**config.mk**
```make
export PLATFORM = sky130hd
export DESIGN_NAME = simd_reduce_top
export DESIGN_NICKNAME = d
export VERILOG_FILES = /design/src/verilog/simd_pkg.sv /design/src/verilog/disassembler.sv /design/src/verilog/lane_accumulator.sv /design/src/verilog/simd_apb_regs.sv /design/src/verilog/simd_reduce_top.sv
export VERILOG_INCLUDE_DIRS = /design/src /design/src/verilog
export SDC_FILE = /design/constraint.sdc
export NUM_CORES = 1
export LEC_CHECK = 0
export ABC_CLOCK_PERIOD_IN_PS = 4600
export BUFFER_PORTS_ARGS = -buffer_cell sky130_fd_sc_hd__buf_4
export CORE_ASPECT_RATIO = 1.5
export CORE_UTILIZATION = 35
export DETAILED_ROUTE_END_ITERATION = 7
export GPL_ROUTABILITY_DRIVEN = 0
export HOLD_SLACK_MARGIN = 0.08
export SETUP_SLACK_MARGIN = 0.02
export SKIP_LAST_GASP = 1
export SLEW_MARGIN = 15
export SYNTH_ARGS = -nofsm -noshare
export SYNTH_HDL_FRONTEND = slang
export SYNTH_SLANG_ARGS = --single-unit
export TNS_END_PERCENT = 10
```
**constraint.sdc**
```tcl
create_clock -name clk -period 4.6 [get_ports clk]
set_clock_uncertainty 0.15 [all_clocks]
set_input_delay 0.69 -clock clk [delete_from_list [all_inputs] [get_ports clk]]
set_output_delay 0.69 -clock clk [all_outputs]
set_load 0.01 [all_outputs]
```
**src/verilog/simd_defines.svh**
```systemverilog
`ifndef SIMD_DEFINES_SVH
`define SIMD_DEFINES_SVH

// stream width in bits
`define PHIT_SIZE 128
// header length in bytes
`define HEADER_BYTES 4
`define SIMD_DEGREE (`PHIT_SIZE / 32)
`define LANE_W 32
`define APB_ADDR_W 8

`endif

```
**src/verilog/simd_pkg.sv**
```systemverilog
`include "simd_defines.svh"

package simd_pkg;

    typedef struct packed {
        logic [`PHIT_SIZE-1:0]   tdata;
        logic [`PHIT_SIZE/8-1:0] tkeep;
        logic                    tlast;
        logic                    tvalid;
    } axis_beat_t;

    // aligned payload after header removal
    typedef struct packed {
        logic [`PHIT_SIZE-1:0]   data;
        logic [`SIMD_DEGREE-1:0] valid;
        logic                    last;
    } lane_beat_t;

    typedef struct packed {
        logic                   psel;
        logic                   penable;
        logic                   pwrite;
        logic [`APB_ADDR_W-1:0] paddr;
        logic [31:0]            pwdata;
    } apb_req_t;

    typedef struct packed {
        logic [31:0] prdata;
        logic        pready;
        logic        pslverr;
    } apb_rsp_t;

    localparam logic [`APB_ADDR_W-1:0] REG_CTRL   = 'h00;
    localparam logic [`APB_ADDR_W-1:0] REG_COUNT  = 'h04;
    localparam logic [`APB_ADDR_W-1:0] REG_HEADER = 'h08;
    localparam logic [`APB_ADDR_W-1:0] REG_LANE0  = 'h10;  // lane i at +4*i

endpackage

```
**src/verilog/disassembler.sv**
```systemverilog
`timescale 1ns/1ps
`include "simd_defines.svh"

module disassembler (
    input  logic                    clk,
    input  logic                    rst,
    input  simd_pkg::axis_beat_t    beat_in,
    input  logic                    tready,
    input  logic [`SIMD_DEGREE-1:0] lanes_off,
    output logic                    is_header,
    output simd_pkg::lane_beat_t    lanes
);

    localparam int KEEP_W = `PHIT_SIZE / 8;
    localparam int HDR_W  = `HEADER_BYTES * 8;
    localparam int REST_B = KEEP_W - `HEADER_BYTES;  // bytes held over to the next beat
    localparam int REST_W = REST_B * 8;

    typedef enum logic [1:0] {
        IDLE,
        HEADER,
        PAYLOAD
    } state_t;

    state_t state;
    state_t state_next;

    logic [REST_W-1:0] data_d;
    logic [REST_B-1:0] keep_d;
    logic              last_d;
    logic              valid_d;

    logic                     accept;
    logic                     start;
    logic                     load;
    logic                     upper_kept;
    logic [HDR_W-1:0]         data_lo;
    logic [`HEADER_BYTES-1:0] keep_lo;
    logic [KEEP_W-1:0]        keep_out;
    logic [`SIMD_DEGREE-1:0]  keep_condensed;
    logic                     last_now;
    logic                     last_late;

    assign accept = beat_in.tvalid && tready;
    // single-beat packets and all-lanes-off packets never open
    assign start = accept && (state == IDLE) && !(&lanes_off) && !beat_in.tlast;
    assign load = start || (accept && (state != IDLE));
    assign upper_kept = |beat_in.tkeep[KEEP_W-1:`HEADER_BYTES];
    assign is_header = start;

    always_comb begin
        state_next = state;
        case (state)
            IDLE: begin
                if (start) begin
                    state_next = HEADER;
                end
            end
            HEADER, PAYLOAD: begin
                if (accept) begin
                    state_next = beat_in.tlast ? IDLE : PAYLOAD;
                end
            end
            default: state_next = IDLE;
        endcase
    end

    always_ff @(posedge clk) begin
        if (rst) begin
            state   <= IDLE;
            keep_d  <= '0;
            last_d  <= 1'b0;
            valid_d <= 1'b0;
        end else begin
            state <= state_next;
            if (load) begin
                keep_d  <= beat_in.tkeep[KEEP_W-1:`HEADER_BYTES];
                last_d  <= beat_in.tlast;
                valid_d <= 1'b1;
            end else if (state == IDLE) begin  // residual shown once, then dropped
                keep_d  <= '0;
                last_d  <= 1'b0;
                valid_d <= 1'b0;
            end
        end
    end

    always_ff @(posedge clk) begin
        if (load) begin
            data_d <= beat_in.tdata[`PHIT_SIZE-1:HDR_W];
        end
    end

    // low bytes of the current beat sit on top of the held upper part
    assign data_lo  = accept ? beat_in.tdata[HDR_W-1:0] : '0;
    assign keep_lo  = accept ? beat_in.tkeep[`HEADER_BYTES-1:0] : '0;
    assign keep_out = {keep_lo, keep_d};

    for (genvar i = 0; i < `SIMD_DEGREE; i++) begin : g_cond
        assign keep_condensed[i] = &keep_out[4*i +: 4];
    end

    assign last_now  = accept && (state != IDLE) && beat_in.tlast && !upper_kept;
    assign last_late = valid_d && last_d && (|keep_d);  // leftover bytes after tlast

    always_comb begin
        lanes.data  = {data_lo, data_d};
        lanes.valid = (valid_d && !is_header) ? keep_condensed : '0;
        lanes.last  = last_now || last_late;
    end

endmodule

```
**src/verilog/lane_accumulator.sv**
```systemverilog
`timescale 1ns/1ps
`include "simd_defines.svh"

module lane_accumulator (
    input  logic               clk,
    input  logic               rst,
    input  logic               enable,
    input  logic [`LANE_W-1:0] word,
    input  logic               word_valid,
    input  logic               last,
    output logic [`LANE_W-1:0] result
);

    logic [`LANE_W-1:0] sum;
    logic [`LANE_W-1:0] addend;
    logic [`LANE_W-1:0] sum_next;

    assign addend   = (enable && word_valid) ? word : '0;
    assign sum_next = sum + addend;  // wraps at LANE_W bits

    always_ff @(posedge clk) begin
        if (rst) begin
            sum    <= '0;
            result <= '0;
        end else if (last) begin
            sum <= '0;
            if (enable) begin
                result <= sum_next;  // includes the final word
            end
        end else begin
            sum <= sum_next;
        end
    end

endmodule

```
**src/verilog/simd_apb_regs.sv**
```systemverilog
`timescale 1ns/1ps
`include "simd_defines.svh"

module simd_apb_regs (
    input  logic                                   clk,
    input  logic                                   rst,
    input  simd_pkg::apb_req_t                     apb_req,
    output simd_pkg::apb_rsp_t                     apb_rsp,
    input  logic                                   is_header,
    input  logic [`LANE_W-1:0]                     header_word,
    input  logic                                   pkt_done,
    input  logic [`SIMD_DEGREE-1:0][`LANE_W-1:0]   lane_results,
    output logic                                   stream_en,
    output logic [`SIMD_DEGREE-1:0]                lane_en
);

    localparam int IDX_W = $clog2(`SIMD_DEGREE);
    localparam logic [`APB_ADDR_W-1:0] LANE_SPAN = 4 * `SIMD_DEGREE;

    logic                   access;
    logic                   wr_ctrl;
    logic [`APB_ADDR_W-1:0] lane_off;
    logic [IDX_W-1:0]       lane_idx;
    logic                   lane_hit;
    logic                   mapped;
    logic [31:0]            rdata;
    logic [31:0]            pkt_count;
    logic [`LANE_W-1:0]     header_q;

    assign access  = apb_req.psel && apb_req.penable;
    assign wr_ctrl = access && apb_req.pwrite && (apb_req.paddr == simd_pkg::REG_CTRL);

    always_ff @(posedge clk) begin
        if (rst) begin
            stream_en <= 1'b0;
            lane_en   <= '0;
        end else if (wr_ctrl) begin
            stream_en <= apb_req.pwdata[0];
            lane_en   <= apb_req.pwdata[4 +: `SIMD_DEGREE];
        end
    end

    always_ff @(posedge clk) begin
        if (rst) begin
            pkt_count <= '0;
            header_q  <= '0;
        end else begin
            if (pkt_done) begin
                pkt_count <= pkt_count + 32'd1;
            end
            if (is_header) begin
                header_q <= header_word;  // readable next cycle
            end
        end
    end

    // lane result window, word aligned
    assign lane_off = apb_req.paddr - simd_pkg::REG_LANE0;
    assign lane_idx = lane_off[2 +: IDX_W];
    assign lane_hit = (apb_req.paddr >= simd_pkg::REG_LANE0) && (lane_off < LANE_SPAN)
                      && (apb_req.paddr[1:0] == 2'b00);

    always_comb begin
        rdata  = '0;
        mapped = 1'b1;
        if (apb_req.paddr == simd_pkg::REG_CTRL) begin
            rdata[0]                  = stream_en;
            rdata[4 +: `SIMD_DEGREE]  = lane_en;
        end else if (apb_req.paddr == simd_pkg::REG_COUNT) begin
            rdata = pkt_count;
        end else if (apb_req.paddr == simd_pkg::REG_HEADER) begin
            rdata = header_q;
        end else if (lane_hit) begin
            rdata = lane_results[lane_idx];
        end else begin
            mapped = 1'b0;
        end
    end

    always_comb begin
        apb_rsp.prdata  = rdata;
        apb_rsp.pready  = access;  // zero wait states
        apb_rsp.pslverr = access && !mapped;
    end

endmodule

```
**src/verilog/simd_reduce_top.sv**
```systemverilog
`timescale 1ns/1ps
`include "simd_defines.svh"

module simd_reduce_top (
    input  logic                 clk,
    input  logic                 rst,
    input  simd_pkg::axis_beat_t s_beat,
    output logic                 s_tready,
    input  simd_pkg::apb_req_t   apb_req,
    output simd_pkg::apb_rsp_t   apb_rsp
);

    simd_pkg::lane_beat_t                 lanes;
    logic                                 is_header;
    logic                                 stream_en;
    logic [`SIMD_DEGREE-1:0]              lane_en;
    logic [`SIMD_DEGREE-1:0][`LANE_W-1:0] lane_results;

    assign s_tready = stream_en;

    disassembler u_disasm (
        .clk       (clk),
        .rst       (rst),
        .beat_in   (s_beat),
        .tready    (s_tready),
        .lanes_off (~lane_en),
        .is_header (is_header),
        .lanes     (lanes)
    );

    for (genvar i = 0; i < `SIMD_DEGREE; i++) begin : g_lane
        lane_accumulator u_acc (
            .clk        (clk),
            .rst        (rst),
            .enable     (lane_en[i]),
            .word       (lanes.data[i*`LANE_W +: `LANE_W]),
            .word_valid (lanes.valid[i]),
            .last       (lanes.last),
            .result     (lane_results[i])
        );
    end

    simd_apb_regs u_regs (
        .clk          (clk),
        .rst          (rst),
        .apb_req      (apb_req),
        .apb_rsp      (apb_rsp),
        .is_header    (is_header),
        .header_word  (s_beat.tdata[`LANE_W-1:0]),  // header sits in the low word
        .pkt_done     (lanes.last),
        .lane_results (lane_results),
        .stream_en    (stream_en),
        .lane_en      (lane_en)
    );

endmodule
```
# After elaboration in Yosys (flattened, before gate mapping)

Index checks and enable logic that the tools add are counted.

Add/sub/neg operators: 6
Magnitude comparators: 3
Eq/ne operators: 6
Multiplexer cells: 29
Bitwise logic cells: 1
Reduce and logical (&&, ||, !) cells: 46

Operators by type and width:

| cell                                                   | number |
|---|---|
| two-way mux 32 bit                                     | 9 |
| adder 32 bit                                           | 4 |
| binary-select mux 32 bit (select 2 bit)                | 1 |
| adder 32 x 1 -> 32 bit (second input constant)         | 1 |
| two-way mux 12 bit                                     | 2 |
| two-way mux 24 bit                                     | 1 |
| OR reduction 12 bit                                    | 2 |
| logical AND 1 bit                                      | 20 |
| AND reduction 4 bit                                    | 5 |
| two-way mux 4 bit                                      | 3 |
| AND reduction 2 bit                                    | 5 |
| == test 8 x 3 -> 1 bit (second input constant)         | 1 |
| == test 8 x 4 -> 1 bit (second input constant)         | 1 |
| >= comparator 8 x 5 -> 1 bit (second input constant)   | 1 |
| logical NOT 8 bit                                      | 1 |
| < comparator 8 x 5 -> 1 bit (second input constant)    | 1 |
| two-way mux 1 bit                                      | 8 |
| subtractor 8 x 5 -> 8 bit (second input constant)      | 1 |
| two-way mux 2 bit                                      | 3 |
| logical NOT 1 bit                                      | 5 |
| logical NOT 2 bit                                      | 2 |
| inequality test 2 x 1 -> 1 bit (second input constant) | 2 |
| inverter 4 bit                                         | 1 |
| case mux 2 bit (2 select lines)                        | 1 |
| 7 further kinds                                        | 10 |

Flip-flop bits (word level): 437
Input bits: 191
Output and inout bits: 35
Word-level logic and storage cells: 108

# Depth between registers and ports, before layout

Depth in word-level cells: 11
Gate-level depth with buffers: 21
Gate-level depth less buffers: 19

# By module

A second synthesis with hierarchy kept.

Cells, all modules: 2,699
Area total of the unflattened synthesis: 24,364.6 sq um

Modules (own cells, without submodules):

| module                                  | times used | cells an instance | area each (sq um) | sequential area each (sq um) |
|---|---|---|---|---|
| lane_accumulator at g_lane[0].u_acc ... | 2          | 479               | 3,920.0           | 1,281.2 |
| simd_apb_regs                           | 1          | 476               | 4,335.4           | 1,381.3 |
| lane_accumulator at g_lane[2].u_acc     | 1          | 524               | 4,180.3           | 1,281.2 |
| lane_accumulator at g_lane[3].u_acc     | 1          | 529               | 4,127.7           | 1,281.2 |
| disassembler                            | 1          | 208               | 3,866.2           | 3,203.1 |
| simd_reduce_top                         | 1          | 4                 | 15.0              | 0.0 |

# Least setup slack after synthesis

No wires, ideal clock.

Path kind: input to register
Start: input s_beat[0] in the netlist's numbering
End: register u_disasm.data_d[0] (enable)
Arrival: 4,375 ps
Setup slack: -423 ps
Stages: 5
Path buffers: 2
Cell sequence: nand2_2 > or4_1 > buf_2 > o21ai_0 > clkbuf_1

Cells in the longest elaborated chain, start to end: 5
Elaborated cells on any way between the ends: 6
Classes of those cells: reduce/logical: 6

Ends and longest elaborated chain:

| item                            | line                 | source |
|---|---|---|
| start: declaration              | simd_reduce_top.sv:7 | `input simd_pkg::axis_beat_t s_beat,` |
| logical AND 1 bit *             | disassembler.sv:44   | `assign accept = beat_in.tvalid && tready;` |
| logical AND 1 bit (3 in series) | disassembler.sv:46   | `assign start = accept && (state == IDLE) && !(&lanes_off) && !beat_in.tlast;` |
| logical OR 1 bit *              | disassembler.sv:47   | `assign load = start \|\| (accept && (state != IDLE));` |
| via u_disasm.load               | disassembler.sv:35   | `logic load;` |
| end signal: assignment          | disassembler.sv:90   | `` data_d <= beat_in.tdata[`PHIT_SIZE-1:HDR_W]; `` |
| end: declaration                | disassembler.sv:28   | `logic [REST_W-1:0] data_d;` |

The timed path passes the listed nets; every way through them passes the cells marked *.
A chain may end at the register's enable or synchronous reset.

# Worst setup path after layout

Start: register u_disasm.state[0]
End: register g_lane[3].u_acc.sum[28]

Cells in the longest elaborated chain, start to end: 10
Elaborated cells on any way between the ends: 16
Classes of those cells: add/sub: 1; mux: 2; reduce/logical: 13

Ends and longest elaborated chain:

| item                            | line                   | source |
|---|---|---|
| start: declaration              | disassembler.sv:25     | `state_t state;` |
| start signal: assignment        | disassembler.sv:75     | `state <= state_next;` |
| logical NOT 2 bit               | disassembler.sv:46     |  |
| logical AND 1 bit (3 in series) | disassembler.sv:46     |  |
| logical NOT 1 bit               | disassembler.sv:108    | `lanes.valid = (valid_d && !is_header) ? keep_condensed : '0;` |
| logical AND 1 bit               | disassembler.sv:108    |  |
| two-way mux 4 bit               | disassembler.sv:108    |  |
| logical AND 1 bit               | lane_accumulator.sv:18 | `assign addend = (enable && word_valid) ? word : '0;` |
| two-way mux 32 bit              | lane_accumulator.sv:18 |  |
| adder 32 bit                    | lane_accumulator.sv:19 | `assign sum_next = sum + addend;` |
| end signal: assignment          | lane_accumulator.sv:31 | `sum <= sum_next;` |
| end: declaration                | lane_accumulator.sv:14 | `` logic [`LANE_W-1:0] sum; `` |

Parallel ways exist; a longest one is shown, timed or not.

==> results.md <==
- Slew Limit Fails: 0
- FP Rows: about 110
- Post-synth top area share: 30.01%
- Setup TNS Final: 0 ns
- Clk pin slew, worst setup/hold paths: about 0.070 ns
- First DRT Iteration DRCs: 1502
- Largest net degree at the start of global routing: 80
- Top post-synthesis cells by count: 341 x dfxtp_1, 304 x nor2_1, 221 x nand2_1
- Max Fclk: ~230 MHz
- Number of synthesized flops with an enable pin: 96
- CTS Buf Count: between 40 and 50
- Period utilization: about 96%
- Count of final setup violators: 0
- DR vias: 19620
- Gr usage total: 21.39%
- HP Class: in -> reg
- Syn Nets: 2816
- Via density: 5.276
- Die X: 210.2 µm
- Sequential cell area: 9709 µm²
- Die ar.: about 66000 µm²
- Max Cap Viol: 0
- Antenna viol nets, final: 0
- CP Class: reg -> reg
- Clock Path Buffers: 3
- Layout net count: about 3100
- Die height: 314.2 µm
- CP endpoint kind: flop
- Port buffer count: around 200
- Max transition margin: 44.07%
- RSZ-0062 raised after global routing: true
- CTS tree: done
- Dominant synthesized flop cell: dfxtp_1
- Core area: between 60000 and 70000 µm²
- Library cells used by synthesis: 87
- Final hold violation count: 0
- Ranking of synthesized cells by area: dfxtp_1 30%, edfxtp_1 13%, ha_1 7.0%, and2_1 5.1%, nor2_1 5.0%
- Final HPWL DP: 54.51 mm
- DR DRC count: 0
- Required time of the critical path: around 4.9 ns
- Async SR Flop Fraction: 0%
- Least-Margin Pin Slew: approximately 0.84 ns
- Multi-input gate area: 12530 µm²
- Mean Syn Cell Area: approximately 9.1 µm²
- Pwr dens: about 280 nW/µm²
- Count of hold-fix buffers inserted at cts: 0
- Slowest cell on the critical path: or4b_2
- Crit path time final: roughly 4.4 ns
- Ys Warns: 0
- Synth Instances: between 2000 and 2500
- Post-synth top area cell: dfxtp_1
- GRT overflow: 0
- Filler cells: between 6000 and 7000
- First-pass DRT Iterations: 6
- IO Count: about 230
- Wirelength per Cell: approximately 19 µm
- Crit path launch type: flop
- Clk root buf: clkbuf_16
- Share of cells above drive strength 1: between 20% and 30%
- Vias in the first global route: roughly 20000
- Antenna violations before repair: 1
- Worst stage delay on the critical path: roughly 0.63 ns
- Status: finished clean
- Skew-Pair Late Insertion Delay: 0.59 ns
- Post-Syn Area: roughly 23000 µm²
- CP max FO: 17
- Yosys reg bits: 437
- Diode count: 0
- CTS H-tree depth: 2
- Placed Area: between 20000 and 30000 µm²
- Area growth syn-to-layout: 24.22%
- Sequential element share of the synthesized area: about 43%
- Leak pwr: ~12 nW
- Worst path arrival time: ~4.7 ns
- Most used cell along the critical path: buf_4
- Routed wire length: just over 70 mm
- CP Cell Sequence: inv_2 > ha_4 > inv_1 > or4_4 > nand2_4 > nor4_4 > buf_4 > buf_6 > buf_4 > and2_1 > ha_4 > a21o_1 > or4b_2 > o21ai_2 > o32ai_1 > nor3_2 > o21ba_2 > buf_4 > xor2_1 > nor2_1
- Cell with the most instances after synthesis: dfxtp_1
- # clock sinks: roughly 440
- Global-route wire length before repair: between 100 and 150 mm
- Post-route cell area: roughly 28000 µm²
- Peak supply drop: about 270 µV
- Initial Util: a little over a third
[cell families after synthesis]
group           after synthesis  synth area share, %
flops                       437                42.68
simple gates                949                20.46
fa+ha+maj                   132                7.393
buf+inv                     203                3.416
compound gates              578                16.46
mux                          52                4.092
xor+xnor                    142                5.501
[report_power, final]
group | total (W) | internal (W) | switching, W
Sequential | 0.00391 | 0.00391 | 0.0000000152
Clock | 0.00388 | 0.00224 | 0.00163
Combinational | 0.000233 | 0.000110 | 0.000123
Total | 0.00802 | 0.00627 | 0.00176
[routing by layer]
| metal | GRT usage, % | vias up | wire length, µm |
|---|---|---|---|
| li1 | - | 9481 | - |
| met1 | 23.71 | 9336 | 27360 |
| met2 | 37.82 | 599 | 36100 |
| met3 | 2.763 | 204 | 3333 |
| met4 | 14.86 | 2 | 5268 |
| met5 | 0 | - | 9 |
[worst max-delay path, delay by kind of cell, from the launching register on]
family / cells / cell delay [ns]
DFF: 1 / 0.33
adders and majority gates: 2 / 0.39
AOI/OAI and AO/OA: 4 / 0.56
and+or+nand+nor: 7 / 1.96
xor gates and xnor gates: 1 / 0.14
buffers and inverters: 6 / 0.74
[sequential cells by signal, indices dropped and copies added, names as in the netlist]
signal,count
u_disasm.state,2
u_disasm.last_d,1
u_regs.pkt_count,32
u_disasm.keep_d,12
u_disasm.data_d,96
u_regs.header_q,32
u_regs.lane_en,4
g_lane.u_acc.result,128
u_disasm.valid_d,1
u_regs.stream_en,1
g_lane.u_acc.sum,128
[cell usage in the layout, fill, tap and decap left out, types with 51 or more instances in the layout]
| cell | n |
|---|---|
| a21oi_1 | 207 |
| and2_1 | 184 |
| edfxtp_1 | 96 |
| nor2_1 | 303 |
| xnor2_1 | 57 |
| o21ai_0 | 81 |
| clkbuf_16 | 51 |
| a21o_1 | 78 |
| dfxtp_1 | 341 |
| nand2_1 | 221 |
| nand3_1 | 71 |
| inv_1 | 66 |
| xor2_1 | 78 |
| ha_1 | 125 |
| buf_4 | 399 |
[timing repair]
item                       in CTS  in global routing
buffers inserted                1                  3
setup endpoints to repair      33                115
pin swaps                       2                 17
resized for setup               5                 43
[cell type report]
type,count,share of cell area [%]
multi-input combinational,1853,44.34
sequential,437,34.36
timing repair buffer,405,10.99
clock buffer,67,4.977
tap,870,3.852
inverter,69,0.9166
clock inverter,18,0.5579
[stage by stage]
stage / worst slack (ns) / instances / util [%] / hold WS, ns / total power [W]
after floorplan: 0.06480 / 2493 / - / 0.2831 / 0.004073
after global placement: -0.2362 / 3630 / 41.09 / 0.2916 / 0.004231
after detailed placement: -0.2323 / 3630 / 41.09 / 0.2963 / 0.004233
after CTS: -0.03288 / 3716 / 43.57 / 0.08460 / 0.008118
after global routing: -0.04337 / 3719 / 43.93 / 0.09928 / 0.008248
final: 0.1781 / 3719 / 43.93 / 0.1214 / 0.008022
[path summary, 6_finish.rpt]
check                           start                      end  slack [ns]  depth (start not counted)
setup / recovery    u_disasm.state[0]  g_lane[3].u_acc.sum[28]        0.18                         20
hold / removal            s_beat[104]      u_disasm.data_d[54]        0.12                          1
setup reg to reg    u_disasm.state[0]  g_lane[3].u_acc.sum[28]        0.18                         20
hold reg to reg   u_regs.header_q[20]      u_regs.header_q[20]        0.31                          2
Power figures use the tool's default switching activity.
